$ cat src/design/rbk_wr_defs.svh
`ifndef RBK_WR_DEFS_SVH
`define RBK_WR_DEFS_SVH

// ==========================================================================
// write request widths and depths
// ==========================================================================

// one half of a data line
`define RBK_HALF_DW     64

// entries per half-lane fifo
`define RBK_LANE_DEPTH  8

// entries in the command fifo
`define RBK_CMD_DEPTH   4

// command fields
`define RBK_SIZE_W      13  // size in halves, minus one
`define RBK_ADDR_W      32

`endif
$ cat src/design/rbk_wr_pkg.sv
`default_nettype none

`include "rbk_wr_defs.svh"

package rbk_wr_pkg;

  // one half-line of data
  typedef logic [`RBK_HALF_DW-1:0] half_t;

  // 2'b11 full line, 2'b01 low half only
  typedef logic [1:0] line_mask_t;

  // {mask, upper half, lower half}
  typedef logic [2*`RBK_HALF_DW+1:0] line_pd_t;

  // {last, size, addr}
  typedef logic [`RBK_SIZE_W+`RBK_ADDR_W:0] cmd_pd_t;

  // kind bit on top, 0 = command, 1 = data
  typedef logic [2*`RBK_HALF_DW+2:0] req_pd_t;

  typedef logic [`RBK_SIZE_W:0] half_cnt_t;  // holds size+1
  typedef logic [31:0]          stall_cnt_t;

  typedef enum logic [1:0] {
    SEQ_OPEN,
    SEQ_WAIT_CMD,
    SEQ_DATA
  } seq_state_e;

endpackage

`default_nettype wire

$ cat src/design/rbk_wr_lane_if.sv
`timescale 1ns/100ps
`default_nettype none

interface rbk_wr_lane_if;
  import rbk_wr_pkg::*;

  logic  push_vld;
  logic  push_rdy;
  half_t push_pd;
  logic  pop_vld;
  logic  pop_rdy;
  half_t pop_pd;

  modport fifo (
    input  push_vld, push_pd, pop_rdy,
    output push_rdy, pop_vld, pop_pd
  );

  // line splitter side
  modport wr (
    output push_vld, push_pd,
    input  push_rdy
  );

  // sequencer side, push pair watched for the buffered-half count
  modport rd (
    output pop_rdy,
    input  pop_vld, pop_pd, push_vld, push_rdy
  );

endinterface

`default_nettype wire

$ cat src/design/rbk_wr_req.sv
`timescale 1ns/100ps
`default_nettype none

`include "rbk_wr_defs.svh"

module rbk_wr_req (
  input  wire                       nvdla_core_clk,
  input  wire                       nvdla_core_rstn,
  input  wire                       dma_wr_cmd_vld,
  output logic                      dma_wr_cmd_rdy,
  input  wire rbk_wr_pkg::cmd_pd_t  dma_wr_cmd_pd,
  input  wire                       dma_wr_data_vld,
  output logic                      dma_wr_data_rdy,
  input  wire rbk_wr_pkg::line_pd_t dma_wr_data_pd,
  output logic                      wr_req_vld,
  input  wire                       wr_req_rdy,
  output rbk_wr_pkg::req_pd_t       wr_req_pd,
  input  wire                       reg2dp_dataout_ram_type,
  output logic                      wr_req_type,
  output logic                      dp2reg_done,
  input  wire                       reg2dp_perf_en,
  input  wire                       dp2reg_consumer,
  output rbk_wr_pkg::stall_cnt_t    dp2reg_d0_wr_stall_cnt,
  output rbk_wr_pkg::stall_cnt_t    dp2reg_d1_wr_stall_cnt
);
  import rbk_wr_pkg::*;

  logic    cmd_vld;
  logic    cmd_rdy;
  cmd_pd_t cmd_pd;

  rbk_wr_lane_if lane [2] ();  // 0 low lane, 1 high lane

  assign wr_req_type = reg2dp_dataout_ram_type;  // ram type passes straight out

  // ==========================================================================
  // buffering
  // ==========================================================================
  rbk_wr_cmd_fifo #(
    .DEPTH (`RBK_CMD_DEPTH)
  ) u_cmd_fifo (
    .nvdla_core_clk  (nvdla_core_clk),
    .nvdla_core_rstn (nvdla_core_rstn),
    .in_vld          (dma_wr_cmd_vld),
    .in_rdy          (dma_wr_cmd_rdy),
    .in_pd           (dma_wr_cmd_pd),
    .out_vld         (cmd_vld),
    .out_rdy         (cmd_rdy),
    .out_pd          (cmd_pd)
  );

  rbk_wr_line_split u_split (
    .nvdla_core_clk  (nvdla_core_clk),
    .nvdla_core_rstn (nvdla_core_rstn),
    .data_vld        (dma_wr_data_vld),
    .data_pd         (dma_wr_data_pd),
    .data_rdy        (dma_wr_data_rdy),
    .lane            (lane),
    .done            (dp2reg_done)
  );

  for (genvar i = 0; i < 2; i++) begin : g_lane
    rbk_wr_lane_fifo u_lane (
      .nvdla_core_clk  (nvdla_core_clk),
      .nvdla_core_rstn (nvdla_core_rstn),
      .lane            (lane[i])
    );
  end

  // request ordering and perf counters
  rbk_wr_req_seq u_seq (
    .nvdla_core_clk  (nvdla_core_clk),
    .nvdla_core_rstn (nvdla_core_rstn),
    .cmd_vld         (cmd_vld),
    .cmd_pd          (cmd_pd),
    .cmd_rdy         (cmd_rdy),
    .lane            (lane),
    .wr_req_rdy      (wr_req_rdy),
    .perf_en         (reg2dp_perf_en),
    .consumer        (dp2reg_consumer),
    .wr_req_vld      (wr_req_vld),
    .wr_req_pd       (wr_req_pd),
    .done            (dp2reg_done),
    .d0_stall_cnt    (dp2reg_d0_wr_stall_cnt),
    .d1_stall_cnt    (dp2reg_d1_wr_stall_cnt)
  );

endmodule

`default_nettype wire

$ cat src/design/rbk_wr_req_seq.sv
`timescale 1ns/100ps
`default_nettype none

`include "rbk_wr_defs.svh"

module rbk_wr_req_seq (
  input  wire                      nvdla_core_clk,
  input  wire                      nvdla_core_rstn,
  input  wire                      cmd_vld,
  input  wire rbk_wr_pkg::cmd_pd_t cmd_pd,
  output logic                     cmd_rdy,
  rbk_wr_lane_if.rd                lane [2],
  input  wire                      wr_req_rdy,
  input  wire                      perf_en,
  input  wire                      consumer,
  output logic                     wr_req_vld,
  output rbk_wr_pkg::req_pd_t      wr_req_pd,
  output logic                     done,
  output rbk_wr_pkg::stall_cnt_t   d0_stall_cnt,
  output rbk_wr_pkg::stall_cnt_t   d1_stall_cnt
);
  import rbk_wr_pkg::*;

  localparam int SW = `RBK_SIZE_W;
  localparam int AW = `RBK_ADDR_W;

  seq_state_e state;
  seq_state_e state_nxt;
  logic       send_half;   // mirrors the splitter fill toggle
  half_cnt_t  buf_cnt;
  half_cnt_t  buf_cnt_nxt;
  half_cnt_t  size_p1;
  logic       last_cmd;
  half_cnt_t  popped_cnt;
  half_cnt_t  popped_nxt;
  half_cnt_t  remain;
  half_cnt_t  push_size;
  half_cnt_t  pop_size;
  line_mask_t pop_mask;
  logic       single;
  logic       cmd_req_vld;
  logic       cmd_pop;
  logic       data_req_vld;
  logic       data_go;
  logic       pop_lo;
  logic       pop_hi;
  logic       data_pop;
  logic       data_done;
  half_t      data_lo;
  half_t      data_hi;
  stall_cnt_t stall_cnt;

  // ==========================================================================
  // buffered halves across both lanes
  // ==========================================================================
  assign push_size = half_cnt_t'(lane[0].push_vld & lane[0].push_rdy)
                   + half_cnt_t'(lane[1].push_vld & lane[1].push_rdy);
  assign pop_lo      = lane[0].pop_rdy & lane[0].pop_vld;
  assign pop_hi      = lane[1].pop_rdy & lane[1].pop_vld;
  assign pop_size    = half_cnt_t'(pop_lo) + half_cnt_t'(pop_hi);
  assign buf_cnt_nxt = buf_cnt + push_size - pop_size;

  // command packet
  assign cmd_req_vld = (state == SEQ_WAIT_CMD) & cmd_vld;
  assign cmd_rdy     = (state == SEQ_WAIT_CMD) & wr_req_rdy;
  assign cmd_pop     = cmd_vld & cmd_rdy;

  // data packets carry a lone half only when one is left
  assign remain   = size_p1 - popped_cnt;
  assign single   = (remain == half_cnt_t'(1));
  assign pop_mask = single ? 2'b01 : 2'b11;

  assign data_req_vld = (state == SEQ_DATA) &
                        (single ? (send_half ? lane[1].pop_vld : lane[0].pop_vld)
                                : (lane[0].pop_vld & lane[1].pop_vld));
  assign data_go      = data_req_vld & wr_req_rdy;

  assign lane[0].pop_rdy = data_go & (~single | ~send_half);
  assign lane[1].pop_rdy = data_go & (~single | send_half);

  // earlier-written half lands low
  assign data_lo = send_half ? lane[1].pop_pd : lane[0].pop_pd;
  assign data_hi = single ? '0 : (send_half ? lane[0].pop_pd : lane[1].pop_pd);

  assign data_pop   = pop_lo | pop_hi;
  assign popped_nxt = popped_cnt + pop_size;
  assign data_done  = data_pop & (popped_nxt == size_p1);
  assign done       = data_done & last_cmd;

  assign wr_req_vld = cmd_req_vld | data_req_vld;
  assign wr_req_pd  = (state == SEQ_WAIT_CMD) ? req_pd_t'(cmd_pd)
                                              : {1'b1, pop_mask, data_hi, data_lo};

  // ==========================================================================
  // fsm
  // ==========================================================================
  always_comb begin
    state_nxt = state;
    case (state)
      SEQ_OPEN: begin
        if (buf_cnt != '0) begin
          state_nxt = SEQ_WAIT_CMD;
        end
      end
      SEQ_WAIT_CMD: begin
        if (cmd_pop) begin
          state_nxt = SEQ_DATA;
        end
      end
      SEQ_DATA: begin
        if (data_done) begin
          state_nxt = (buf_cnt_nxt != '0) ? SEQ_WAIT_CMD : SEQ_OPEN;
        end
      end
      default: state_nxt = SEQ_OPEN;
    endcase
  end

  always_ff @(posedge nvdla_core_clk or negedge nvdla_core_rstn) begin
    if (!nvdla_core_rstn) begin
      state      <= SEQ_OPEN;
      send_half  <= 1'b0;
      buf_cnt    <= '0;
      popped_cnt <= '0;
      size_p1    <= '0;
      last_cmd   <= 1'b0;
    end else begin
      state   <= state_nxt;
      buf_cnt <= buf_cnt_nxt;
      if (done) begin
        send_half <= 1'b0;
      end else if (data_pop & single) begin
        send_half <= ~send_half;
      end
      if (data_done) begin
        popped_cnt <= '0;
      end else if (data_pop) begin
        popped_cnt <= popped_nxt;
      end
      if (cmd_pop) begin
        last_cmd <= cmd_pd[SW+AW];
        size_p1  <= half_cnt_t'(cmd_pd[AW +: SW]) + 1'b1;
      end
    end
  end

  // ==========================================================================
  // stall counter and result registers
  // ==========================================================================
  always_ff @(posedge nvdla_core_clk or negedge nvdla_core_rstn) begin
    if (!nvdla_core_rstn) begin
      stall_cnt <= '0;
    end else if (done) begin
      stall_cnt <= '0;  // zero from the cycle after done
    end else if (perf_en & wr_req_vld & ~wr_req_rdy) begin
      stall_cnt <= stall_cnt + 1'b1;
    end
  end

  always_ff @(posedge nvdla_core_clk or negedge nvdla_core_rstn) begin
    if (!nvdla_core_rstn) begin
      d0_stall_cnt <= '0;
      d1_stall_cnt <= '0;
    end else if (done) begin
      if (consumer) begin
        d1_stall_cnt <= stall_cnt;
      end else begin
        d0_stall_cnt <= stall_cnt;
      end
    end
  end

  // data only after a command and with halves counted in the lanes
  a_data_not_open: assert property (
    @(posedge nvdla_core_clk) disable iff (!nvdla_core_rstn)
    wr_req_vld && wr_req_pd[$bits(req_pd_t)-1] |-> (state != SEQ_OPEN) && (buf_cnt != '0)
  );

  a_popped_in_range: assert property (
    @(posedge nvdla_core_clk) disable iff (!nvdla_core_rstn)
    (state == SEQ_DATA) |-> popped_cnt < size_p1
  );

endmodule

`default_nettype wire

$ cat src/design/rbk_wr_line_split.sv
`timescale 1ns/100ps
`default_nettype none

`include "rbk_wr_defs.svh"

module rbk_wr_line_split (
  input  wire                       nvdla_core_clk,
  input  wire                       nvdla_core_rstn,
  input  wire                       data_vld,
  input  wire rbk_wr_pkg::line_pd_t data_pd,
  output logic                      data_rdy,
  rbk_wr_lane_if.wr                 lane [2],
  input  wire                       done
);
  import rbk_wr_pkg::*;

  localparam int HW = `RBK_HALF_DW;

  line_mask_t data_mask;
  half_t      lo_half;
  half_t      hi_half;
  logic       full_line;
  logic       push;
  logic       fill_half;  // lane that takes the next single half

  assign data_mask = data_pd[2*HW +: 2];
  assign lo_half   = data_pd[HW-1:0];
  assign hi_half   = data_pd[2*HW-1:HW];
  assign full_line = data_mask[1];

  // ==========================================================================
  // lane steering
  // ==========================================================================

  // full line needs both lanes, single half only the toggled one
  assign data_rdy = full_line ? (lane[0].push_rdy & lane[1].push_rdy)
                              : (fill_half ? lane[1].push_rdy : lane[0].push_rdy);
  assign push     = data_vld & data_rdy;

  assign lane[0].push_vld = push & (full_line | ~fill_half);
  assign lane[1].push_vld = push & (full_line | fill_half);

  // earlier half goes to the toggled lane
  assign lane[0].push_pd = fill_half ? hi_half : lo_half;
  assign lane[1].push_pd = fill_half ? lo_half : hi_half;

  always_ff @(posedge nvdla_core_clk or negedge nvdla_core_rstn) begin
    if (!nvdla_core_rstn) begin
      fill_half <= 1'b0;
    end else if (done) begin
      fill_half <= 1'b0;  // new layer starts in lane 0
    end else if (push & ~full_line) begin
      fill_half <= ~fill_half;
    end
  end

  // only full lines or a lone low half
  a_mask_legal: assert property (
    @(posedge nvdla_core_clk) disable iff (!nvdla_core_rstn)
    data_vld |-> (data_mask == 2'b11) || (data_mask == 2'b01)
  );

endmodule

`default_nettype wire

$ cat src/design/rbk_wr_cmd_fifo.sv
`timescale 1ns/100ps
`default_nettype none

`include "rbk_wr_defs.svh"

module rbk_wr_cmd_fifo #(
  parameter int DEPTH = `RBK_CMD_DEPTH
) (
  input  wire                      nvdla_core_clk,
  input  wire                      nvdla_core_rstn,
  input  wire                      in_vld,
  output logic                     in_rdy,
  input  wire rbk_wr_pkg::cmd_pd_t in_pd,
  output logic                     out_vld,
  input  wire                      out_rdy,
  output rbk_wr_pkg::cmd_pd_t      out_pd
);
  import rbk_wr_pkg::*;

  localparam int AW = $clog2(DEPTH);

  cmd_pd_t       mem [DEPTH];
  logic [AW-1:0] wr_ptr;
  logic [AW-1:0] rd_ptr;
  logic [AW:0]   count;
  logic          push;
  logic          pop;

  assign in_rdy  = (count != (AW+1)'(DEPTH));
  assign out_vld = (count != '0);
  assign out_pd  = mem[rd_ptr];
  assign push    = in_vld & in_rdy;
  assign pop     = out_vld & out_rdy;

  always_ff @(posedge nvdla_core_clk) begin
    if (push) begin
      mem[wr_ptr] <= in_pd;
    end
  end

  always_ff @(posedge nvdla_core_clk or negedge nvdla_core_rstn) begin
    if (!nvdla_core_rstn) begin
      wr_ptr <= '0;
      rd_ptr <= '0;
      count  <= '0;
    end else begin
      if (push) begin
        wr_ptr <= (wr_ptr == AW'(DEPTH-1)) ? '0 : wr_ptr + 1'b1;
      end
      if (pop) begin
        rd_ptr <= (rd_ptr == AW'(DEPTH-1)) ? '0 : rd_ptr + 1'b1;
      end
      count <= count + (AW+1)'(push) - (AW+1)'(pop);
    end
  end

  // a clean command at the head, pointers and storage agree
  a_out_known: assert property (
    @(posedge nvdla_core_clk) disable iff (!nvdla_core_rstn)
    out_vld |-> !$isunknown(out_pd)
  );

endmodule

`default_nettype wire

$ cat src/design/rbk_wr_lane_fifo.sv
`timescale 1ns/100ps
`default_nettype none

`include "rbk_wr_defs.svh"

module rbk_wr_lane_fifo (
  input wire          nvdla_core_clk,
  input wire          nvdla_core_rstn,
  rbk_wr_lane_if.fifo lane
);
  import rbk_wr_pkg::*;

  localparam int DEPTH = `RBK_LANE_DEPTH;
  localparam int AW    = $clog2(DEPTH);

  half_t         mem [DEPTH];
  logic [AW-1:0] wr_ptr;
  logic [AW-1:0] rd_ptr;
  logic [AW:0]   count;
  logic          push;
  logic          pop;

  assign lane.push_rdy = (count != (AW+1)'(DEPTH));
  assign lane.pop_vld  = (count != '0);
  assign lane.pop_pd   = mem[rd_ptr];

  assign push = lane.push_vld & lane.push_rdy;
  assign pop  = lane.pop_rdy & lane.pop_vld;

  always_ff @(posedge nvdla_core_clk) begin
    if (push) begin
      mem[wr_ptr] <= lane.push_pd;
    end
  end

  always_ff @(posedge nvdla_core_clk or negedge nvdla_core_rstn) begin
    if (!nvdla_core_rstn) begin
      wr_ptr <= '0;
      rd_ptr <= '0;
      count  <= '0;
    end else begin
      if (push) begin
        wr_ptr <= (wr_ptr == AW'(DEPTH-1)) ? '0 : wr_ptr + 1'b1;
      end
      if (pop) begin
        rd_ptr <= (rd_ptr == AW'(DEPTH-1)) ? '0 : rd_ptr + 1'b1;
      end
      count <= count + (AW+1)'(push) - (AW+1)'(pop);  // entry shows next cycle
    end
  end

  // splitter only raises a lane valid once it has seen that lane ready
  a_no_push_full: assert property (
    @(posedge nvdla_core_clk) disable iff (!nvdla_core_rstn)
    lane.push_vld |-> lane.push_rdy
  );

endmodule

`default_nettype wire

$ cat config.mk
export PLATFORM = sky130hd
export DESIGN_NAME = rbk_wr_req
export DESIGN_NICKNAME = d
export VERILOG_FILES = /design/src/design/rbk_wr_pkg.sv /design/src/design/rbk_wr_lane_if.sv /design/src/design/rbk_wr_req.sv /design/src/design/rbk_wr_req_seq.sv /design/src/design/rbk_wr_line_split.sv /design/src/design/rbk_wr_cmd_fifo.sv /design/src/design/rbk_wr_lane_fifo.sv
export VERILOG_INCLUDE_DIRS = /design/src /design/src/design
export SDC_FILE = /design/constraint.sdc
export NUM_CORES = 2
export LEC_CHECK = 0
export ABC_CLOCK_PERIOD_IN_PS = 7800
export BUFFER_PORTS_ARGS = -buffer_cell sky130_fd_sc_hd__buf_2
export CAP_MARGIN = 40
export CORE_MARGIN = 2
export CORE_UTILIZATION = 57
export CTS_BUF_LIST = sky130_fd_sc_hd__clkbuf_8
export DETAILED_ROUTE_END_ITERATION = 12
export HOLD_SLACK_MARGIN = 0.1
export PLACE_DENSITY = 0.88
export SLEW_MARGIN = 30
export SYNTH_ARGS = -nofsm -noshare
export SYNTH_HDL_FRONTEND = slang
export SYNTH_HIERARCHICAL = 1
export SYNTH_SLANG_ARGS = --single-unit
$ cat constraint.sdc
create_clock -name nvdla_core_clk -period 7.8 [get_ports nvdla_core_clk]
set_clock_uncertainty 0.05 [all_clocks]
set_input_delay 0.78 -clock nvdla_core_clk [delete_from_list [all_inputs] [get_ports nvdla_core_clk]]
set_output_delay 0.78 -clock nvdla_core_clk [all_outputs]
set_load 0.01 [all_outputs]
* Yosys cells after proc, flatten, opt, wreduce, memory -nomap -nowiden
Memories as Yosys holds them, arrays and structs flattened.
Cells that the tools add are included.
Widths: inputs -> output; s select.
** Cells by class
- Add/sub/neg operators :: 20
- Eq/ne operators :: 16
- Muxes and demuxes :: 36
- Bitwise gates (word level) :: 37
- Reduce and logical (&&, ||, !) cells :: 13
** Operators with widths (count)
- $mux 64 :: 5
- $mux 131 :: 1
- $mux 32 :: 2
- $add 14x14->14 :: 3
- $add 32x1->32 const B :: 1
- $mux 14 :: 2
- $reduce_bool 14->1 :: 2
- $sub 14x14->14 :: 2
- $and 1x1->1 :: 25
- $mux 1 :: 15
- $add 13x1->14 const B :: 1
- $eq 14x1->1 const B :: 1
- $eq 14x14->1 :: 1
- $add 3x1->3 const B :: 4
- $eq 3x3->1 const B :: 4
- $mux 2 :: 6
- $mux 3 :: 4
- $add 4x1->4 :: 2
- $ne 4x4->1 const B :: 2
- $reduce_bool 2->1 :: 4
- $reduce_bool 4->1 :: 2
- $sub 4x1->4 :: 2
- $eq 2x2->1 const B :: 3
- $not 1->1 :: 6
- 14 further kinds :: 22
** Storage, ports and cells
- Flip-flop bits (word level) :: 170
- RAM bits :: 1208
- Bits of input ports :: 184
- Output and inout bits :: 200
- Memories kept :: 3
** Memory list
- g_lane[0].u_lane.mem :: words 8, bits a word 64, read ports 1, clocked after memory_dff 0, wr ports 1, RTL line rbk_wr_lane_fifo.sv:16 : half_t mem [DEPTH];
- g_lane[1].u_lane.mem :: words 8, bits a word 64, read ports 1, clocked after memory_dff 0, wr ports 1, RTL line rbk_wr_lane_fifo.sv:16
- u_cmd_fifo.mem :: words 4, bits a word 46, read ports 1, clocked after memory_dff 0, wr ports 1, RTL line rbk_wr_cmd_fifo.sv:22 : cmd_pd_t mem [DEPTH];

* Logic depth before layout (Yosys ltp)
- Depth in word-level cells :: 13
- Mapped depth :: 25

* Hierarchy
Netlist, hierarchy kept.
** By module, submodules not included
- rbk_wr_lane_fifo :: instances 2, cells each 796, area each 19815.3 µm², sequential area each 15625.0 µm²
- rbk_wr_req_seq :: instances 1, cells each 1253, area each 10963.0 µm², sequential area each 3553.4 µm²
- rbk_wr_cmd_fifo :: instances 1, cells each 283, area each 7109.3 µm², sequential area each 5700.5 µm²
- rbk_wr_line_split :: instances 1, cells each 158, area each 1893.1 µm², sequential area each 25.0 µm²
- rbk_wr_req :: instances 1, cells each 1, area each 7.5 µm², sequential area each 0.0 µm²

* Worst setup path after synthesis
Ideal clock, no wire load.
- Path type :: in2reg
- Start point :: in dma_wr_data_pd[129]
- End point :: mem g_lane[0].u_lane/mem[0][0] in the netlist's numbering (enable)
- Data arrival time :: 7436 ps
- Path slack :: -330 ps
- Cell stages on the path :: 4
- Path buffers :: 0
- Cells stage by stage :: or2_1 -> a21oi_1 -> nand2_1 -> nor4_1
** On the way
- Word-level cells in the longest chain between the ends :: 6
- Elaborated cells between the ends (all ways) :: 7
** RTL lines
- start, declared :: RTL line rbk_wr_req.sv:14 : input wire rbk_wr_pkg::line_pd_t dma_wr_data_pd,
- $mux 1 :: RTL line rbk_wr_line_split.sv:36 : assign data_rdy = full_line ? (lane[0].push_rdy & lane[1].push_rdy)
- $and 1x1->1 :: RTL line rbk_wr_line_split.sv:38 : assign push = data_vld & data_rdy;
- $and 1x1->1 (*) :: RTL line rbk_wr_line_split.sv:40 : assign lane[0].push_vld = push & (full_line | ~fill_half);
- net lane[0].push_vld :: RTL line rbk_wr_lane_if.sv:7 : logic push_vld;
- $and 1x1->1 (*) :: RTL line rbk_wr_lane_fifo.sv:27 : assign push = lane.push_vld & lane.push_rdy;
- $mux 1 (*) :: RTL line rbk_wr_lane_fifo.sv:31 : if (push) begin
- $mux 1 (not written as such) (*) :: RTL line rbk_wr_lane_fifo.sv:32 : mem[wr_ptr] <= lane.push_pd;
- end, declared :: RTL line rbk_wr_lane_fifo.sv:16
The timed path passes the listed nets; every way through them passes the cells marked *.

* Worst setup path in the final report
- Start point :: reg u_seq.size_p1[0]
- End point :: out dp2reg_done
** On the way
- Word-level cells in the longest chain between the ends :: 12
- Elaborated cells between the ends (all ways) :: 18
** RTL lines
- start, declared :: RTL line rbk_wr_req_seq.sv:32 : half_cnt_t size_p1;
- start signal, assigned :: RTL line rbk_wr_req_seq.sv:142 : size_p1 <= half_cnt_t'(cmd_pd[AW +: SW]) + 1'b1;
- $sub 14x14->14 :: RTL line rbk_wr_req_seq.sv:69 : assign remain = size_p1 - popped_cnt;
- $eq 14x1->1 :: RTL line rbk_wr_req_seq.sv:70 : assign single = (remain == half_cnt_t'(1));
- $mux 1 :: RTL line rbk_wr_req_seq.sv:74 : (single ? (send_half ? lane[1].pop_vld : lane[0].pop_vld)
- $and 1x1->1 :: RTL line rbk_wr_req_seq.sv:73 : assign data_req_vld = (state == SEQ_DATA) &
- $and 1x1->1 :: RTL line rbk_wr_req_seq.sv:76 : assign data_go = data_req_vld & wr_req_rdy;
- $and 1x1->1, on equally long branches :: RTL line rbk_wr_req_seq.sv:78, rbk_wr_req_seq.sv:79
- $and 1x1->1, on equally long branches :: RTL line rbk_wr_req_seq.sv:58, rbk_wr_req_seq.sv:59
- $add 1x1->2 :: RTL line rbk_wr_req_seq.sv:60 : assign pop_size = half_cnt_t'(pop_lo) + half_cnt_t'(pop_hi);
- $add 14x14->14 :: RTL line rbk_wr_req_seq.sv:86 : assign popped_nxt = popped_cnt + pop_size;
- $eq 14x14->1 :: RTL line rbk_wr_req_seq.sv:87 : assign data_done = data_pop & (popped_nxt == size_p1);
- $and 1x1->1 (*) :: RTL line rbk_wr_req_seq.sv:87
- $and 1x1->1 (*) :: RTL line rbk_wr_req_seq.sv:88 : assign done = data_done & last_cmd;
- end, declared :: RTL line rbk_wr_req.sv:20 : output logic dp2reg_done,
Mark *: on every way between the ends. The rest lies on a longest branch, timed or not.

==> impl_metrics.ini <==
[power_and_ir_drop]
seqPwrFrac = 0.414
leakage_nw = 24.2
p_int_mw = 15.9
p_per_area_nw_per_um2 = 359
swShare = 0.346
max-vdd-ir-drop_mv = 0.276
p_sw_mw = 8.44
clkPwrFrac = 0.226
pwr-share-comb = 0.360

[sta]
rsz0062_at_grt = false
tightest_slew_ns = 0.991
whs_ns = 0.215
fmax_mhz = 134
slew_headroom = 0.332
finalCritPeriodShare = 0.959
finalCriticalPeriod_ns = 7.48
finalHoldViolations = 0
fin_tns_setup_ns = 0
setup_violations = 0
slew_violations = 0

[floorplanning]
die_width_um = 327
die_h_um = 327
start_util = 0.575
ios = 384
design.core.area_um2 = 104000
rows = 118
dieArea_um2 = 107000

[cts]
cts_buffer_depth = 3
clk_latency_ns = 0.90
ctsRootBufferMaster = clkbuf_8
cts_sinks = 1378
htree_levels = 4
cts_tree = yes
numCtsBuffers = 206
clkTransAtPathRegs_ns = 0.06

[logic_synthesis]
ys_seq_area_frac = 0.680
async_flop_share = 0.123
syn-instance-count = 3287
synth-seq-cells = 1378
yosysUniqueCellTypes = 75
syn_avg_cell_area_um2 = 18.1
netlist_area_um2 = 59600
synth_top_area_cell = edfxtp_1
synth_edf_count = 1208
synth_top_area_frac = 0.609
syn_nets = 3544
ys.flop_type = edfxtp_1
synth.area.top_cells = edfxtp_1, mux4_2, dfrtp_1
yosysWarnings = 6

[worst_setup_path]
crit_fanout = 7
crit_type = reg2out
rr_startpoint = u_seq/size_p1[0]
critical_path_arrival_ns = 6.65
setup.worst_path.start_class = flip-flop
rrSetupSlack_ns = 0.98
r2r_cells = 25
required_ns = 6.97
critPathCaptureType = output port
reg2reg_to = u_seq/state[0]

[final_layout]
synthToLayoutAreaGrowth_pct = 14.1
finalNetCount = 4102
drive_gt1_frac = 0.346

[route]
via_per_inst = 6.23
first_pass_iters = 6
wl_per_cell_um = 27.6
drt-total-wl_um = 149000
ant_nets = 0
drtIter0Drc = 3828
drc_errors = 0
vias = 33600

[worst_hold_path]
hold_class = in2reg
hold_path_end = g_lane[1].u_lane/mem[2][42]
hold_depth = 2
worstHoldStart = dma_wr_data_pd[42]

[outcome]
status = finished clean

[global_route]
grt_pass1_vias = 34300
antenna_found_initial = 12
grt_pass1_wl_um = 218000
grt_overflow_total = 0
track_usage = 0.278
grt_max_degree = 71

[flow_run]
drv_cap = 0

[placed_design]
portBuffers = 380
dpl.hpwl_um = 92600
gp_congestion = 0.858
logic make-up after synthesis:
logic type      share of synthesized area
flops                               0.680
mux                                 0.209
simple gates                       0.0421
buf+inv                            0.0206
compound gates                     0.0252
fa+ha+maj                          0.0162
xor+xnor                          0.00720
through the flow:
stage / area (um2) / worst slack (ns) / utilization / std cells / power [mW]
2_1_floorplan: 59600 / 1.39 / - / 3287 / 15.8
3_3_place_gp: 62900 / 0.598 / 0.607 / 4937 / 18.4
3_5_place_dp: 63400 / 0.523 / 0.611 / 4956 / 18.8
4_1_cts: 67700 / 0.0610 / 0.654 / 5377 / 24.4
5_1_grt: 68000 / 0.00147 / 0.656 / 5390 / 25.3
6_report: 68000 / 0.321 / 0.656 / 5391 / 24.4
synthesized netlist by cell type, drive strengths merged (4+ instances only):
cell and count:
or2 6, nand2 153, nor4 12, nor3 21, nor2b 13, and3 21
nand3 36, or3b 6, xnor2 24, o211ai 5, xor2 25, or3 6
o21a 8, a21oi 49, buf 96, nor4bb 6, and4 5, a211oi 12
dfrtp 170, inv 73, and3b 4, edfxtp 1208, o31ai 8, a2111oi 7
and2 8, or4 6, o21bai 5, a21boi 4, o21ai 94, o211a 6
clkbuf 74, a211o 5, ha 66, mux4 302, a21o 8, nor2 132
mux2 335, o2111ai 5, nand4 19, nand2b 43, mux2i 163, fa 7
state kept, by name, summed over array words and instances (netlist names), 3 cells and up:
| register | flops |
|---|---|
| u_seq/popped_cnt | 14 |
| g_lane.u_lane/mem | 1024 |
| u_seq/d1_stall_cnt | 32 |
| g_lane.u_lane/rd_ptr | 6 |
| g_lane.u_lane/count | 8 |
| u_seq/size_p1 | 14 |
| g_lane.u_lane/wr_ptr | 6 |
| u_seq/buf_cnt | 14 |
| u_cmd_fifo/mem | 184 |
| u_cmd_fifo/count | 3 |
| u_seq/stall_cnt | 32 |
| u_seq/d0_stall_cnt | 32 |
worst max path at each step:
stage,end,start,slack (ns)
floorplan,g_lane[0].u_lane/mem[2][0],dma_wr_data_pd[129],1.39
finish,dp2reg_done,u_seq/size_p1[0],0.32
detailed placement,dp2reg_done,u_seq/size_p1[0],0.52
CTS,dp2reg_done,u_seq/size_p1[0],0.06
global route,dp2reg_done,u_seq/size_p1[0],0.001
global placement,dp2reg_done,u_seq/size_p1[0],0.60
power by group through the flow:
stage | combinational, mW | clock, mW | sequential (mW)
4_1_cts | 8.68 | 5.59 | 10.1
2_1_floorplan | 5.90 | 0 | 9.90
3_3_place_gp | 8.12 | 0 | 10.3
5_1_grt | 9.27 | 5.89 | 10.2
6_report | 8.77 | 5.51 | 10.1
3_5_place_dp | 8.58 | 0 | 10.2
cells in the final DEF (no fill, tap or decap), types with 9 or more instances in the layout:
master         synthesis  routed
mux4_2               302     302
nand2b_1              43      42
xnor2_1               24      23
dfrtp_4                0       9
inv_1                 72     129
mux2i_1              163     163
nor2_1               131     124
nor2b_1               13      11
buf_12                 0      13
buf_2                 28     380
edfxtp_1            1208    1208
o21ai_0               93      91
and3_1                21      17
nand4_1               19      19
nor3_1                21      13
a211oi_1              12      11
xor2_1                25      25
clkbuf_8               0     213
clkinv_2               0      21
nand2_1              153     153
buf_4                  7      63
ha_1                  66      62
mux2_2               223     223
dfrtp_1              170     158
dlygate4sd3_1          0      48
mux2_4                62      62
clkinv_1               0      57
mux2_1                50      50
nand3_1               34      34
a21oi_1               49      48
buf_16                 0      13
critical path, cell delays in order (launching register included):
cell       delay, ns
dfrtp_1         0.39
inv_1           0.07
ha_1            0.23
fa_1            0.41
nand2b_1        0.20
a21oi_1         0.19
mux2i_1         0.27
or4b_1          0.49
nor4_2          0.22
buf_4           0.17
nand4_1         0.16
o21ai_2         0.12
nand3_1         0.10
ha_1            0.35
ha_2            0.20
inv_1           0.06
fa_2            0.42
nand3b_1        0.18
buf_4           0.17
nor4_4          0.34
xnor2_2         0.17
nand2_1         0.09
nor4b_2         0.25
nand4bb_1       0.20
nor2_2          0.19
buf_2           0.16
per-layer routing:
layer,vias up,GRT usage,wire length (um)
met5,-,0,88
met4,16,0.122,6260
met3,326,0.0669,15900
met2,1959,0.451,72800
met1,17100,0.361,53800
li1,14200,-,-
cell type report:
| class | count | area [um2] |
|---|---|---|
| clock buffer | 213 | 2930 |
| sequential | 1378 | 40600 |
| tap | 1380 | 1730 |
| multi-input combinational | 1666 | 18100 |
| clock inverter | 158 | 891 |
| timing repair buffer | 520 | 3510 |
| antenna | 3 | 7.51 |
| inverter | 73 | 274 |
| fill | 6536 | 35600 |
timing repair:
| action | CTS | global route |
|---|---|---|
| hold buffers | 48 | 0 |
| pin swaps | 2 | 6 |
| resized for setup | 11 | 16 |
| buffers inserted | 2 | 4 |
| endpoints found under the hold margin | 248 | 0 |
| setup endpoints to repair | 1 | 1 |
(Power assumes the default switching activity.)
